File: src/verilog/padPkg.sv
// Genesis pad constants
package padPkg;

	// clk cycles per select phase
	localparam int PAD_HALF = 64;

	localparam int BUTTON_W = 8;

	// Bit positions in the button word
	localparam int BTN_UP = 0;
	localparam int BTN_DOWN = 1;
	localparam int BTN_LEFT = 2;
	localparam int BTN_RIGHT = 3;
	localparam int BTN_A = 4;
	localparam int BTN_B = 5;
	localparam int BTN_C = 6;
	localparam int BTN_START = 7;

endpackage

File: src/verilog/vgaPkg.sv
// Video timing and sprite constants
package vgaPkg;

	// Horizontal timing in pixels
	localparam int H_ACTIVE = 640;
	localparam int H_FRONT = 16;
	localparam int H_SYNC = 96;
	localparam int H_BACK = 48;
	localparam int H_TOTAL = H_ACTIVE + H_FRONT + H_SYNC + H_BACK;

	// Vertical timing in lines
	localparam int V_ACTIVE = 480;
	localparam int V_FRONT = 10;
	localparam int V_SYNC = 2;
	localparam int V_BACK = 33;
	localparam int V_TOTAL = V_ACTIVE + V_FRONT + V_SYNC + V_BACK;

	// Raster counter widths
	localparam int H_COUNT_W = $clog2(H_TOTAL);
	localparam int V_COUNT_W = $clog2(V_TOTAL);

	// clk cycles per pixel
	localparam int PIXEL_DIV = 4;

	// Sprite table
	localparam int SPRITE_COUNT = 8;
	localparam int SPRITE_INDEX_W = 3;
	localparam int SPRITE_X_W = 8;
	localparam int SPRITE_Y_W = 7;
	localparam int SPRITE_CODE_W = 2;
	localparam int SPRITE_SIZE = 8;

	// Colour
	localparam int COLOR_W = 4;
	localparam logic [3:1][3*COLOR_W-1:0] PALETTE = {12'h36F, 12'h2C4, 12'hE22};
	localparam logic [3*COLOR_W-1:0] BACKGROUND = 12'h124;

endpackage
File: src/verilog/consoleVideo.sv
// Console video and pad block
`timescale 1ns/1ps

module consoleVideo (
	input  logic clk,
	input  logic rst,

	// Genesis pad
	input  logic pin0,
	input  logic pin1,
	input  logic pin2,
	input  logic pin3,
	input  logic pin5,
	input  logic pin8,
	output logic pin6,
	output logic [padPkg::BUTTON_W-1:0] buttons,

	// Sprite writes from the processor
	input  logic spriteWe,
	input  logic [vgaPkg::SPRITE_INDEX_W-1:0] spriteIndex,
	input  logic [vgaPkg::SPRITE_X_W-1:0] spriteX,
	input  logic [vgaPkg::SPRITE_Y_W-1:0] spriteY,
	input  logic [vgaPkg::SPRITE_CODE_W-1:0] spriteCode,

	// VGA
	output logic hSync,
	output logic vSync,
	output logic [vgaPkg::COLOR_W-1:0] red,
	output logic [vgaPkg::COLOR_W-1:0] green,
	output logic [vgaPkg::COLOR_W-1:0] blue,
	output logic frameEnd
);

	logic pixelTick;
	logic [vgaPkg::H_COUNT_W-1:0] hCount;
	logic [vgaPkg::V_COUNT_W-1:0] vCount;
	logic [vgaPkg::SPRITE_COUNT*vgaPkg::SPRITE_X_W-1:0] activeX;
	logic [vgaPkg::SPRITE_COUNT*vgaPkg::SPRITE_Y_W-1:0] activeY;
	logic [vgaPkg::SPRITE_COUNT*vgaPkg::SPRITE_CODE_W-1:0] activeCode;

	padReader pad (
		.clk(clk), .rst(rst),
		.pin0(pin0), .pin1(pin1), .pin2(pin2), .pin3(pin3), .pin5(pin5), .pin8(pin8),
		.pin6(pin6), .buttons(buttons)
	);

	pixelTiming timing (
		.clk(clk), .rst(rst),
		.pixelTick(pixelTick), .hCount(hCount), .vCount(vCount),
		.hSync(hSync), .vSync(vSync), .frameEnd(frameEnd)
	);

	spriteBank bank (
		.clk(clk), .rst(rst),
		.spriteWe(spriteWe), .spriteIndex(spriteIndex),
		.spriteX(spriteX), .spriteY(spriteY), .spriteCode(spriteCode),
		.frameEnd(frameEnd),
		.activeX(activeX), .activeY(activeY), .activeCode(activeCode)
	);

	pixelComposer composer (
		.clk(clk), .rst(rst),
		.hCount(hCount), .vCount(vCount),
		.activeX(activeX), .activeY(activeY), .activeCode(activeCode),
		.red(red), .green(green), .blue(blue)
	);

endmodule

File: src/verilog/pixelComposer.sv
// Sprite hit test and colour output
`timescale 1ns/1ps

module pixelComposer (
	input  logic clk,
	input  logic rst,
	input  logic [vgaPkg::H_COUNT_W-1:0] hCount,
	input  logic [vgaPkg::V_COUNT_W-1:0] vCount,
	input  logic [vgaPkg::SPRITE_COUNT*vgaPkg::SPRITE_X_W-1:0] activeX,
	input  logic [vgaPkg::SPRITE_COUNT*vgaPkg::SPRITE_Y_W-1:0] activeY,
	input  logic [vgaPkg::SPRITE_COUNT*vgaPkg::SPRITE_CODE_W-1:0] activeCode,
	output logic [vgaPkg::COLOR_W-1:0] red,
	output logic [vgaPkg::COLOR_W-1:0] green,
	output logic [vgaPkg::COLOR_W-1:0] blue
);

	localparam int XW = vgaPkg::H_COUNT_W + 1;
	localparam int YW = vgaPkg::V_COUNT_W + 1;
	localparam int CODE_W = vgaPkg::SPRITE_CODE_W;
	localparam int RGB_W = 3 * vgaPkg::COLOR_W;

	logic [vgaPkg::SPRITE_COUNT-1:0] hit;
	logic [CODE_W-1:0] slotCode [vgaPkg::SPRITE_COUNT];
	logic [CODE_W-1:0] winCode;
	logic [RGB_W-1:0] nextColor;
	logic [XW-1:0] px;
	logic [YW-1:0] py;

	assign px = XW'(hCount);
	assign py = YW'(vCount);

	for (genvar i = 0; i < vgaPkg::SPRITE_COUNT; i++) begin : gSlot
		logic [XW-1:0] left;
		logic [YW-1:0] top;

		// Positions are stored in 4-pixel units
		assign left = XW'(activeX[i*vgaPkg::SPRITE_X_W +: vgaPkg::SPRITE_X_W]) << 2;
		assign top = YW'(activeY[i*vgaPkg::SPRITE_Y_W +: vgaPkg::SPRITE_Y_W]) << 2;
		assign slotCode[i] = activeCode[i*CODE_W +: CODE_W];
		assign hit[i] = (slotCode[i] != '0)
			&& (px >= left) && (px < left + XW'(vgaPkg::SPRITE_SIZE))
			&& (py >= top) && (py < top + YW'(vgaPkg::SPRITE_SIZE));
	end

	// Walk downwards so the lowest slot ends up on top
	always_comb begin
		winCode = '0;
		for (int i = vgaPkg::SPRITE_COUNT - 1; i >= 0; i--) begin
			if (hit[i]) begin
				winCode = slotCode[i];
			end
		end
	end

	always_comb begin
		if (hCount >= vgaPkg::H_ACTIVE || vCount >= vgaPkg::V_ACTIVE) begin
			nextColor = '0;
		end else if (winCode == '0) begin
			nextColor = vgaPkg::BACKGROUND;
		end else begin
			nextColor = vgaPkg::PALETTE[winCode];
		end
	end

	always_ff @(posedge clk) begin
		if (rst) begin
			red <= '0;
			green <= '0;
			blue <= '0;
		end else begin
			red <= nextColor[RGB_W-1 -: vgaPkg::COLOR_W];
			green <= nextColor[2*vgaPkg::COLOR_W-1 -: vgaPkg::COLOR_W];
			blue <= nextColor[vgaPkg::COLOR_W-1:0];
		end
	end

endmodule

File: src/verilog/spriteBank.sv
// Double-buffered sprite table
`timescale 1ns/1ps

module spriteBank (
	input  logic clk,
	input  logic rst,
	input  logic spriteWe,
	input  logic [vgaPkg::SPRITE_INDEX_W-1:0] spriteIndex,
	input  logic [vgaPkg::SPRITE_X_W-1:0] spriteX,
	input  logic [vgaPkg::SPRITE_Y_W-1:0] spriteY,
	input  logic [vgaPkg::SPRITE_CODE_W-1:0] spriteCode,
	input  logic frameEnd,
	output logic [vgaPkg::SPRITE_COUNT*vgaPkg::SPRITE_X_W-1:0] activeX,
	output logic [vgaPkg::SPRITE_COUNT*vgaPkg::SPRITE_Y_W-1:0] activeY,
	output logic [vgaPkg::SPRITE_COUNT*vgaPkg::SPRITE_CODE_W-1:0] activeCode
);

	// Pending copy, flat with slot 0 in the low bits
	logic [vgaPkg::SPRITE_COUNT*vgaPkg::SPRITE_X_W-1:0] pendX;
	logic [vgaPkg::SPRITE_COUNT*vgaPkg::SPRITE_Y_W-1:0] pendY;
	logic [vgaPkg::SPRITE_COUNT*vgaPkg::SPRITE_CODE_W-1:0] pendCode;

	always_ff @(posedge clk) begin
		if (rst) begin
			pendX <= '0;
			pendY <= '0;
			pendCode <= '0;
			activeX <= '0;
			activeY <= '0;
			activeCode <= '0;
		end else begin
			if (frameEnd) begin
				activeX <= pendX;
				activeY <= pendY;
				activeCode <= pendCode;
			end
			// A write in the frameEnd cycle misses the copy above
			if (spriteWe) begin
				pendX[spriteIndex*vgaPkg::SPRITE_X_W +: vgaPkg::SPRITE_X_W] <= spriteX;
				pendY[spriteIndex*vgaPkg::SPRITE_Y_W +: vgaPkg::SPRITE_Y_W] <= spriteY;
				pendCode[spriteIndex*vgaPkg::SPRITE_CODE_W +: vgaPkg::SPRITE_CODE_W] <=
					spriteCode;
			end
		end
	end

endmodule

File: src/verilog/pixelTiming.sv
// VGA raster timing
`timescale 1ns/1ps

module pixelTiming (
	input  logic clk,
	input  logic rst,
	output logic pixelTick,
	output logic [vgaPkg::H_COUNT_W-1:0] hCount,
	output logic [vgaPkg::V_COUNT_W-1:0] vCount,
	output logic hSync,
	output logic vSync,
	output logic frameEnd
);

	localparam int DIV_W = $clog2(vgaPkg::PIXEL_DIV);
	localparam int HS_START = vgaPkg::H_ACTIVE + vgaPkg::H_FRONT;
	localparam int HS_END = HS_START + vgaPkg::H_SYNC;
	localparam int VS_START = vgaPkg::V_ACTIVE + vgaPkg::V_FRONT;
	localparam int VS_END = VS_START + vgaPkg::V_SYNC;

	logic [DIV_W-1:0] divCount;
	logic [vgaPkg::H_COUNT_W-1:0] hNext;
	logic [vgaPkg::V_COUNT_W-1:0] vNext;
	logic lastCol;
	logic lastLine;

	// Tick in the last cycle of each pixel period
	assign pixelTick = (divCount == DIV_W'(vgaPkg::PIXEL_DIV - 1));
	assign lastCol = (hCount == vgaPkg::H_COUNT_W'(vgaPkg::H_TOTAL - 1));
	assign lastLine = (vCount == vgaPkg::V_COUNT_W'(vgaPkg::V_TOTAL - 1));

	always_comb begin
		hNext = lastCol ? '0 : hCount + 1'b1;
		vNext = vCount;
		if (lastCol) begin
			vNext = lastLine ? '0 : vCount + 1'b1;
		end
	end

	always_ff @(posedge clk) begin
		if (rst) begin
			divCount <= '0;
			hCount <= '0;
			vCount <= '0;
			hSync <= 1'b1;
			vSync <= 1'b1;
			frameEnd <= 1'b0;
		end else begin
			divCount <= pixelTick ? '0 : divCount + 1'b1;
			// Set one cycle early so the strobe lands on the wrapping tick
			frameEnd <= (divCount == DIV_W'(vgaPkg::PIXEL_DIV - 2)) && lastCol && lastLine;
			if (pixelTick) begin
				hCount <= hNext;
				vCount <= vNext;
				// Syncs follow the counters they will show next
				hSync <= !(hNext >= HS_START && hNext < HS_END);
				vSync <= !(vNext >= VS_START && vNext < VS_END);
			end
		end
	end

endmodule

File: src/verilog/padReader.sv
// Genesis pad scanner
`timescale 1ns/1ps

module padReader (
	input  logic clk,
	input  logic rst,
	input  logic pin0,
	input  logic pin1,
	input  logic pin2,
	input  logic pin3,
	input  logic pin5,
	input  logic pin8,
	output logic pin6,
	output logic [padPkg::BUTTON_W-1:0] buttons
);

	localparam int PHASE_W = $clog2(padPkg::PAD_HALF);

	logic [PHASE_W-1:0] phaseCount;
	logic phaseEnd;

	// High-phase pins: up, down, left, right, B, C (active low)
	logic [5:0] hiPins;

	assign phaseEnd = (phaseCount == PHASE_W'(padPkg::PAD_HALF - 1));

	always_ff @(posedge clk) begin
		if (rst) begin
			phaseCount <= '0;
			pin6 <= 1'b1;
			buttons <= '0;
		end else begin
			phaseCount <= phaseEnd ? '0 : phaseCount + 1'b1;
			if (phaseEnd) begin
				pin6 <= ~pin6;
				if (pin6) begin
					hiPins <= {pin8, pin5, pin3, pin2, pin1, pin0};
				end else begin
					// Low phase done, publish the whole word at once
					buttons[padPkg::BTN_UP] <= ~hiPins[0];
					buttons[padPkg::BTN_DOWN] <= ~hiPins[1];
					buttons[padPkg::BTN_LEFT] <= ~hiPins[2];
					buttons[padPkg::BTN_RIGHT] <= ~hiPins[3];
					buttons[padPkg::BTN_B] <= ~hiPins[4];
					buttons[padPkg::BTN_C] <= ~hiPins[5];
					// Select low: pin5 is A, pin8 is Start
					buttons[padPkg::BTN_A] <= ~pin5;
					buttons[padPkg::BTN_START] <= ~pin8;
				end
			end
		end
	end

endmodule

File: config.mk
export PLATFORM = sky130hd
export DESIGN_NAME = consoleVideo
export DESIGN_NICKNAME = d
export VERILOG_FILES = /design/src/verilog/padPkg.sv /design/src/verilog/vgaPkg.sv /design/src/verilog/consoleVideo.sv /design/src/verilog/pixelComposer.sv /design/src/verilog/spriteBank.sv /design/src/verilog/pixelTiming.sv /design/src/verilog/padReader.sv
export SDC_FILE = /design/constraint.sdc
export NUM_CORES = 1
export LEC_CHECK = 0
export BUFFER_PORTS_ARGS = -buffer_cell sky130_fd_sc_hd__clkbuf_2
export CORE_ASPECT_RATIO = 2
export CORE_MARGIN = 4
export CORE_UTILIZATION = 54
export DETAILED_ROUTE_END_ITERATION = 12
export GPL_ROUTABILITY_DRIVEN = 1
export PLACE_DENSITY_LB_ADDON = 0.1
export SETUP_SLACK_MARGIN = 0.5
export SKIP_CTS_REPAIR_TIMING = 1
export SYNTH_ARGS = -nofsm -noshare
export SYNTH_HDL_FRONTEND = slang
export SYNTH_HIERARCHICAL = 1
export SYNTH_SLANG_ARGS = --single-unit
File: constraint.sdc
create_clock -name clk -period 3.35 [get_ports clk]
set_clock_uncertainty 0.05 [all_clocks]
set_input_delay 0.5025 -clock clk [delete_from_list [all_inputs] [get_ports clk]]
set_output_delay 0.5025 -clock clk [all_outputs]
set_load 0.005 [all_outputs]
# After elaboration in Yosys (flattened, before gate mapping)
# Cells that the tools add are included.
# word_totals
latchBits,0
ff_bits,330
rom_bits,0
mem_bits_rw,0
word_cells,177
out_inout_bits,24
mem_count,0
# op_classes
add_sub_neg,23
mul,1
eq_ne,5
bitwise,10
order_cmp,39
shifts,6
mux,17
n_div,0
reduce_logical,54
# ops
operator,n
< comparator 10 x 11 -> 1 bit,16
"adder 10 x 4 -> 11 bit, second input constant",8
"adder 9 x 4 -> 10 bit, second input constant",8
>= comparator 10 bit,8
>= comparator 10 x 9 -> 1 bit,8
negator 6 -> 34 bit,2
bitwise mux 64 bit,1
"variable shift 8 x 34 -> 64 bit, first input constant",1
variable part select 8 x 34 -> 64 bit,1
bitwise mux 56 bit,1
"variable shift 7 x 34 -> 56 bit, first input constant",1
variable part select 7 x 34 -> 56 bit,1
logical AND 1 bit,36
negator 4 -> 34 bit,1
"variable shift 2 x 34 -> 16 bit, first input constant",1
variable part select 2 x 34 -> 16 bit,1
two-way mux 10 bit,3
binary-select mux 12 bit (select 2 bit),1
"adder 10 x 1 -> 10 bit, second input constant",2
"== test 10 bit, second input constant",2
">= comparator 10 bit, second input constant",2
">= comparator 10 x 9 -> 1 bit, second input constant",2
bitwise mux 16 bit,1
two-way mux 2 bit,8
other kinds (19),39

# Depth between registers and ports, before layout
# logic_depth
word_depth,16
depth_mapped,18
mapped_depth_nobuf,18

# Cells and area by module
# Netlist, hierarchy kept.
# modules_own_cells
mod,seq_area_each_um2,instances,cells_per_inst,area_each_um2
spriteBank,5445.2,1,1024,10480.1
pixelComposer,180.2,1,924,7269.5
pixelTiming,500.5,1,184,1473.9
padReader,480.5,1,65,769.5

# Least setup slack after synthesis
# OpenSTA, ideal clock, no wires.
# synth_path
kind,flip-flop to flip-flop
startpoint,register bank/activeY[31] (netlist bit)
endpoint,register composer/red[2] (netlist bit)
t_arrival_ns,3.526
setup_ns,0.078
path_buffers,0
path_stages_with_launch,18
path_slack_ns,-0.304
required_ns,3.222
synth_period_minus_slack_ns,3.654
path_cell_list,dfxtp_1 > inv_1 > nor3_1 > nand3_1 > xnor2_1 > ha_1 > a211o_1 > nor4_4 > o221ai_1 > or4b_1 > mux2_2 > o31ai_1 > a211oi_2 > or2_1 > ha_1 > nor2_1 > o21ai_0 > nor3_1
# synth_between
elab_chain_len,10
word_cells_on_any_way,14
classes_between,add/sub: 1; order compare: 2; mux: 7; reduce/logical: 4
# synth_rtl
element,line,text
from (decl),spriteBank.sv:14,"output logic [vgaPkg::SPRITE_COUNT*vgaPkg::SPRITE_Y_W-1:0] activeY,"
from (signal assigned),spriteBank.sv:34,activeY <= pendY;
adder 9 x 4 -> 10 bit or >= comparator 10 x 9 -> 1 bit (tied branches),pixelComposer.sv:42,&& (py >= top) && (py < top + YW'(vgaPkg::SPRITE_SIZE));
< comparator 10 x 11 -> 1 bit or logical AND 1 bit (tied branches),pixelComposer.sv:42,
logical AND 1 bit (*),pixelComposer.sv:42,
two-way mux 2 bit (*) (5 in series),pixelComposer.sv:49,if (hit[i]) begin
binary-select mux 12 bit (select 2 bit) or zero test 2 bit (tied branches),"pixelComposer.sv:61, pixelComposer.sv:58",
two-way mux 12 bit (implied by the code) or OR reduction 3 bit (tied branches),-,
to (signal assigned),pixelComposer.sv:71,red <= nextColor[RGB_W-1 -: vgaPkg::COLOR_W];
to (decl),pixelComposer.sv:12,"output logic [vgaPkg::COLOR_W-1:0] red,"
# Every way passes the cells marked *; elsewhere a longest branch is shown, timed or not. The select of a mux whose other input is x is not followed.
# A chain may end at the register's enable or synchronous reset.

# Worst setup path in the final report
# layout_path
startpoint,register bank/activeY[44] (netlist bit)
endpoint,register composer/red[0] (netlist bit)
# layout_between
elab_chain_len,13
word_cells_on_any_way,16
classes_between,add/sub: 1; order compare: 2; mux: 10; reduce/logical: 3
# layout_rtl
element,line,text
adder 9 x 4 -> 10 bit or >= comparator 10 x 9 -> 1 bit (tied branches),pixelComposer.sv:42,
< comparator 10 x 11 -> 1 bit or logical AND 1 bit (tied branches),pixelComposer.sv:42,
logical AND 1 bit (*),pixelComposer.sv:42,
two-way mux 2 bit (*) (7 in series),pixelComposer.sv:49,
binary-select mux 12 bit (select 2 bit),pixelComposer.sv:61,nextColor = vgaPkg::PALETTE[winCode];
two-way mux 12 bit (implied by the code),pixelComposer.sv:61,
two-way mux 9 bit (*),pixelComposer.sv:58,end else if (winCode == '0) begin
# Marked as above.

==> out/results.txt <==
Status - finished with violations
Failing checks - setup timing
Peak supply drop - 0.4086 mV
Synth Area per Inst - 9.100 sq um
Max Transition Viols Final - 0
DIE WIDTH - 144.1 um
FF-to-FF End - composer/red[0]
Detailed Route WL - 58.45 mm
Overall routing resource usage - 28.51%
Worst skew pair latency - 540 ps
Switching share of power - 22.28%
Pwr Density - 350.0 nW/um^2
Initial Util - 54.71%
Post-synth ARST share - 0%
Max cap viols - 0
Internal Dissipation - 6.660 mW
Reg power frac - 45.9%
Port bufs - 51
Clock transition at path regs - 70 ps
Most frequent CP cell - ha_4
Setup WS post-layout - -254.6 ps
HP Class - in -> reg
Top cell type's share of synthesized area - 32.14%
DR iter-0 viols - 738
Path depth of the worst reg2reg path - 18
Core Util, Final - 67.01%
CP Data Arrival Time - 3960 ps
Max Fanout on Critical Path - 3
Startpoint types - flop
Detailed Routing Iterations Pass 1 - 6
Clock tree buffer depth - 3
Cell leakage power - 9.622 nW
Clock power share - 50.1%
Die ar. - 40350 sq um
Syn_nets - 2493
Largest net degree at the start of global routing - 136
Fin nets - 2772
Post-route DRC - 0
Final hold viol count - 0
Dominant cell type by area after synthesis - dfxtp_1
Routed WL per cell - 19.78 um
Vias in the first global route - 17473
CP Class - reg -> reg
I/O Pins - 53
First-pass GRT wire length - 90.53 mm
Grt total ovfl - 0
FILL cells - 3048
CTS buffer count - 34
FF-to-FF setup slack - -250 ps
Sequential cell area fraction in the yosys report - 33.04%
Vias per inst - 5.735
DP Wirelength - 44.92 mm
Crit-path leading delay family - compound AO/OA/AOI/OAI gates
Initial antenna violation count - 1
Vias - 16947
Worst hold endpoint - pad/hiPins[2]
CP max stage cell - dfxtp_4
Top post-synthesis cells by area - dfxtp_1 32%, ha_1 17%, mux2i_1 11%
Total number of yosys warnings - 6
Logic pwr share - 4.0%
Die Span Y - 280.1 um
Worst Hold Launch - pin2
Final antenna-violating net count - 0
CTS H-tree depth - 2
Layout cells sized above 1 - 20.99%
CP Data Required Time - 3700 ps
Placed cells - 2891
Synth Flop Type - dfxtp_1
Core area - 36540 sq um
Area delta synth->final - 22.47%
RSZ-0062 raised after global routing - yes
# clock sinks - 327
CTS tree - yes
Min cycle time layout - 3605 ps
Crit end category - flop
Root Buffer - clkbuf_16
Synth Instances - 2197
Rows - 99
Crit path buf inv count - 3
Fmax - 0.2774 GHz
Slew HR - 44.68%
Sw Pwr - 1.910 mW
Final Cycle Share - 107.6%
Seq cells post-synth - 327
Cell variety after synth - 94
Fin cells - 2955
Critical Path Max Stage Delay - 360 ps
Actual slew at the worst max-slew pin - 829.8 ps
Min-Delay Path Depth - 1
Post-synth EDFFs - 6
Placer Congestion - 0.9329
Worst-path cell chain - ha_4 -> and3_4 -> nand3_4 -> ha_4 -> o2bb2ai_4 -> a211oi_2 -> buf_4 -> o221ai_4 -> nor4_4 -> and4bb_2 -> a221oi_4 -> o31ai_2 -> a211oi_2 -> or2_4 -> buf_6 -> ha_4 -> inv_2 -> nor2_1
Reg2reg start - bank/activeY[44]
Final setup viols - 9
# diodes - 0
Synth Cell Area - 19990 sq um
[how the worst max path moves through the flow]
| stage | endpoint | cells past startpoint | start | slack [ps] |
|---|---|---|---|---|
| CTS | composer/blue[1] | 18 | bank/activeY[43] | -600 |
| detailed placement | composer/blue[1] | 18 | bank/activeY[43] | -570 |
| global placement | composer/blue[1] | 18 | bank/activeY[43] | -530 |
| floorplan | composer/red[2] | 18 | bank/activeX[53] | -80 |
| finish | composer/red[0] | 18 | bank/activeY[44] | -250 |
| global route | composer/red[2] | 18 | bank/activeY[50] | -370 |
[routing by layer]
layer,share of wire (%),vias to the layer above,track usage [%]
met5,0.014,-,0
met4,6.6,2,16.02
met3,3.1,181,3.394
met2,55,360,55.67
met1,36,8056,27.92
li1,-,8348,-
[cells in the mapped netlist (all sizes together), types with 4 or more instances]
cell type / n
a2111oi: 9
a211oi: 21
a21boi: 4
a21o: 10
a21oi: 99
a311oi: 6
a31oi: 11
and2: 7
and3: 19
and3b: 4
and4bb: 4
buf: 62
clkbuf: 30
dfxtp: 321
edfxtp: 6
ha: 267
inv: 143
mux2i: 225
nand2: 87
nand2b: 120
nand3: 112
nand3b: 14
nand4: 24
nand4b: 4
nor2: 206
nor2b: 13
nor3: 55
nor3b: 6
nor4: 12
nor4b: 4
nor4bb: 5
o2111ai: 4
o211ai: 15
o21a: 11
o21ai: 62
o21bai: 5
o22ai: 18
o31ai: 11
o41ai: 4
or2: 10
or3: 14
xnor2: 79
[power by group through the flow]
stage          combinational [mW]  clock [mW]  sequential, mW
3_5_place_dp                0.344           0            4.02
6_report                    0.347        4.29            3.93
3_3_place_gp                0.341           0            4.02
2_1_floorplan               0.214           0            4.02
4_1_cts                     0.345        4.35            3.93
5_1_grt                     0.371        4.50            3.93
[per-stage QoR]
stage               total power [mW]  worst slack [ps]  TNS [ps]  hold WS (ps)  area, sq um
floorplan                      4.231            -75.30    -205.8         357.0        20080
global placement               4.361            -535.0     -4290         366.1        22770
detailed placement             4.365            -568.9     -4457         378.6        22770
CTS                            8.630            -600.6     -4765         71.62        24040
global route                   8.802            -374.4     -3046         75.84        24480
finish                         8.570            -254.6     -1917         89.58        24480
[flip-flops by register name, summed over array words and instances, names as in the netlist, 6 cells and up]
signal / cells
bank/activeX: 64
bank/pendX: 64
bank/activeY: 56
bank/pendY: 56
bank/activeCode: 16
bank/pendCode: 16
timing/hCount: 10
timing/vCount: 10
pad/buttons: 8
pad/hiPins: 6
pad/phaseCount: 6
[layout by cell type, fill, tap and decap left out, types with 24 or more instances in the layout]
master,netlist,routed
dfxtp_1,321,298
buf_4,10,264
ha_1,267,253
mux2i_1,225,225
nor2_1,201,198
inv_1,142,138
nand2b_1,120,120
nand3_1,109,105
a21oi_1,98,96
nand2_1,87,87
xnor2_1,79,78
o21ai_0,59,56
clkbuf_2,0,50
nor3_1,50,40
clkbuf_16,0,38
nand4_1,24,24
[cells by family (layout without fill, tap and decap cells)]
family | after synthesis | after routing | synth area share [%]
simple gates | 732 | 732 | 19.66
flops | 327 | 327 | 33.04
compound gates | 326 | 326 | 10.68
fa+ha+maj | 267 | 267 | 16.71
buf+inv | 235 | 539 | 4.913
mux | 227 | 227 | 11.38
xor+xnor | 82 | 82 | 3.592
other cells | 1 | 1 | 0.01876
[area by class of cell]
type,instances,area (sq um),area share (%)
Clock buffer,46,1031,4.211
Clock inverter,15,237.7,0.9709
Inverter,143,536.8,2.192
Multi-Input combinational cell,1635,12860,52.52
Sequential cell,327,6648,27.15
Tap cell,454,568.0,2.320
Timing Repair Buffer,335,2604,10.63
(Power assumes the default switching activity.)
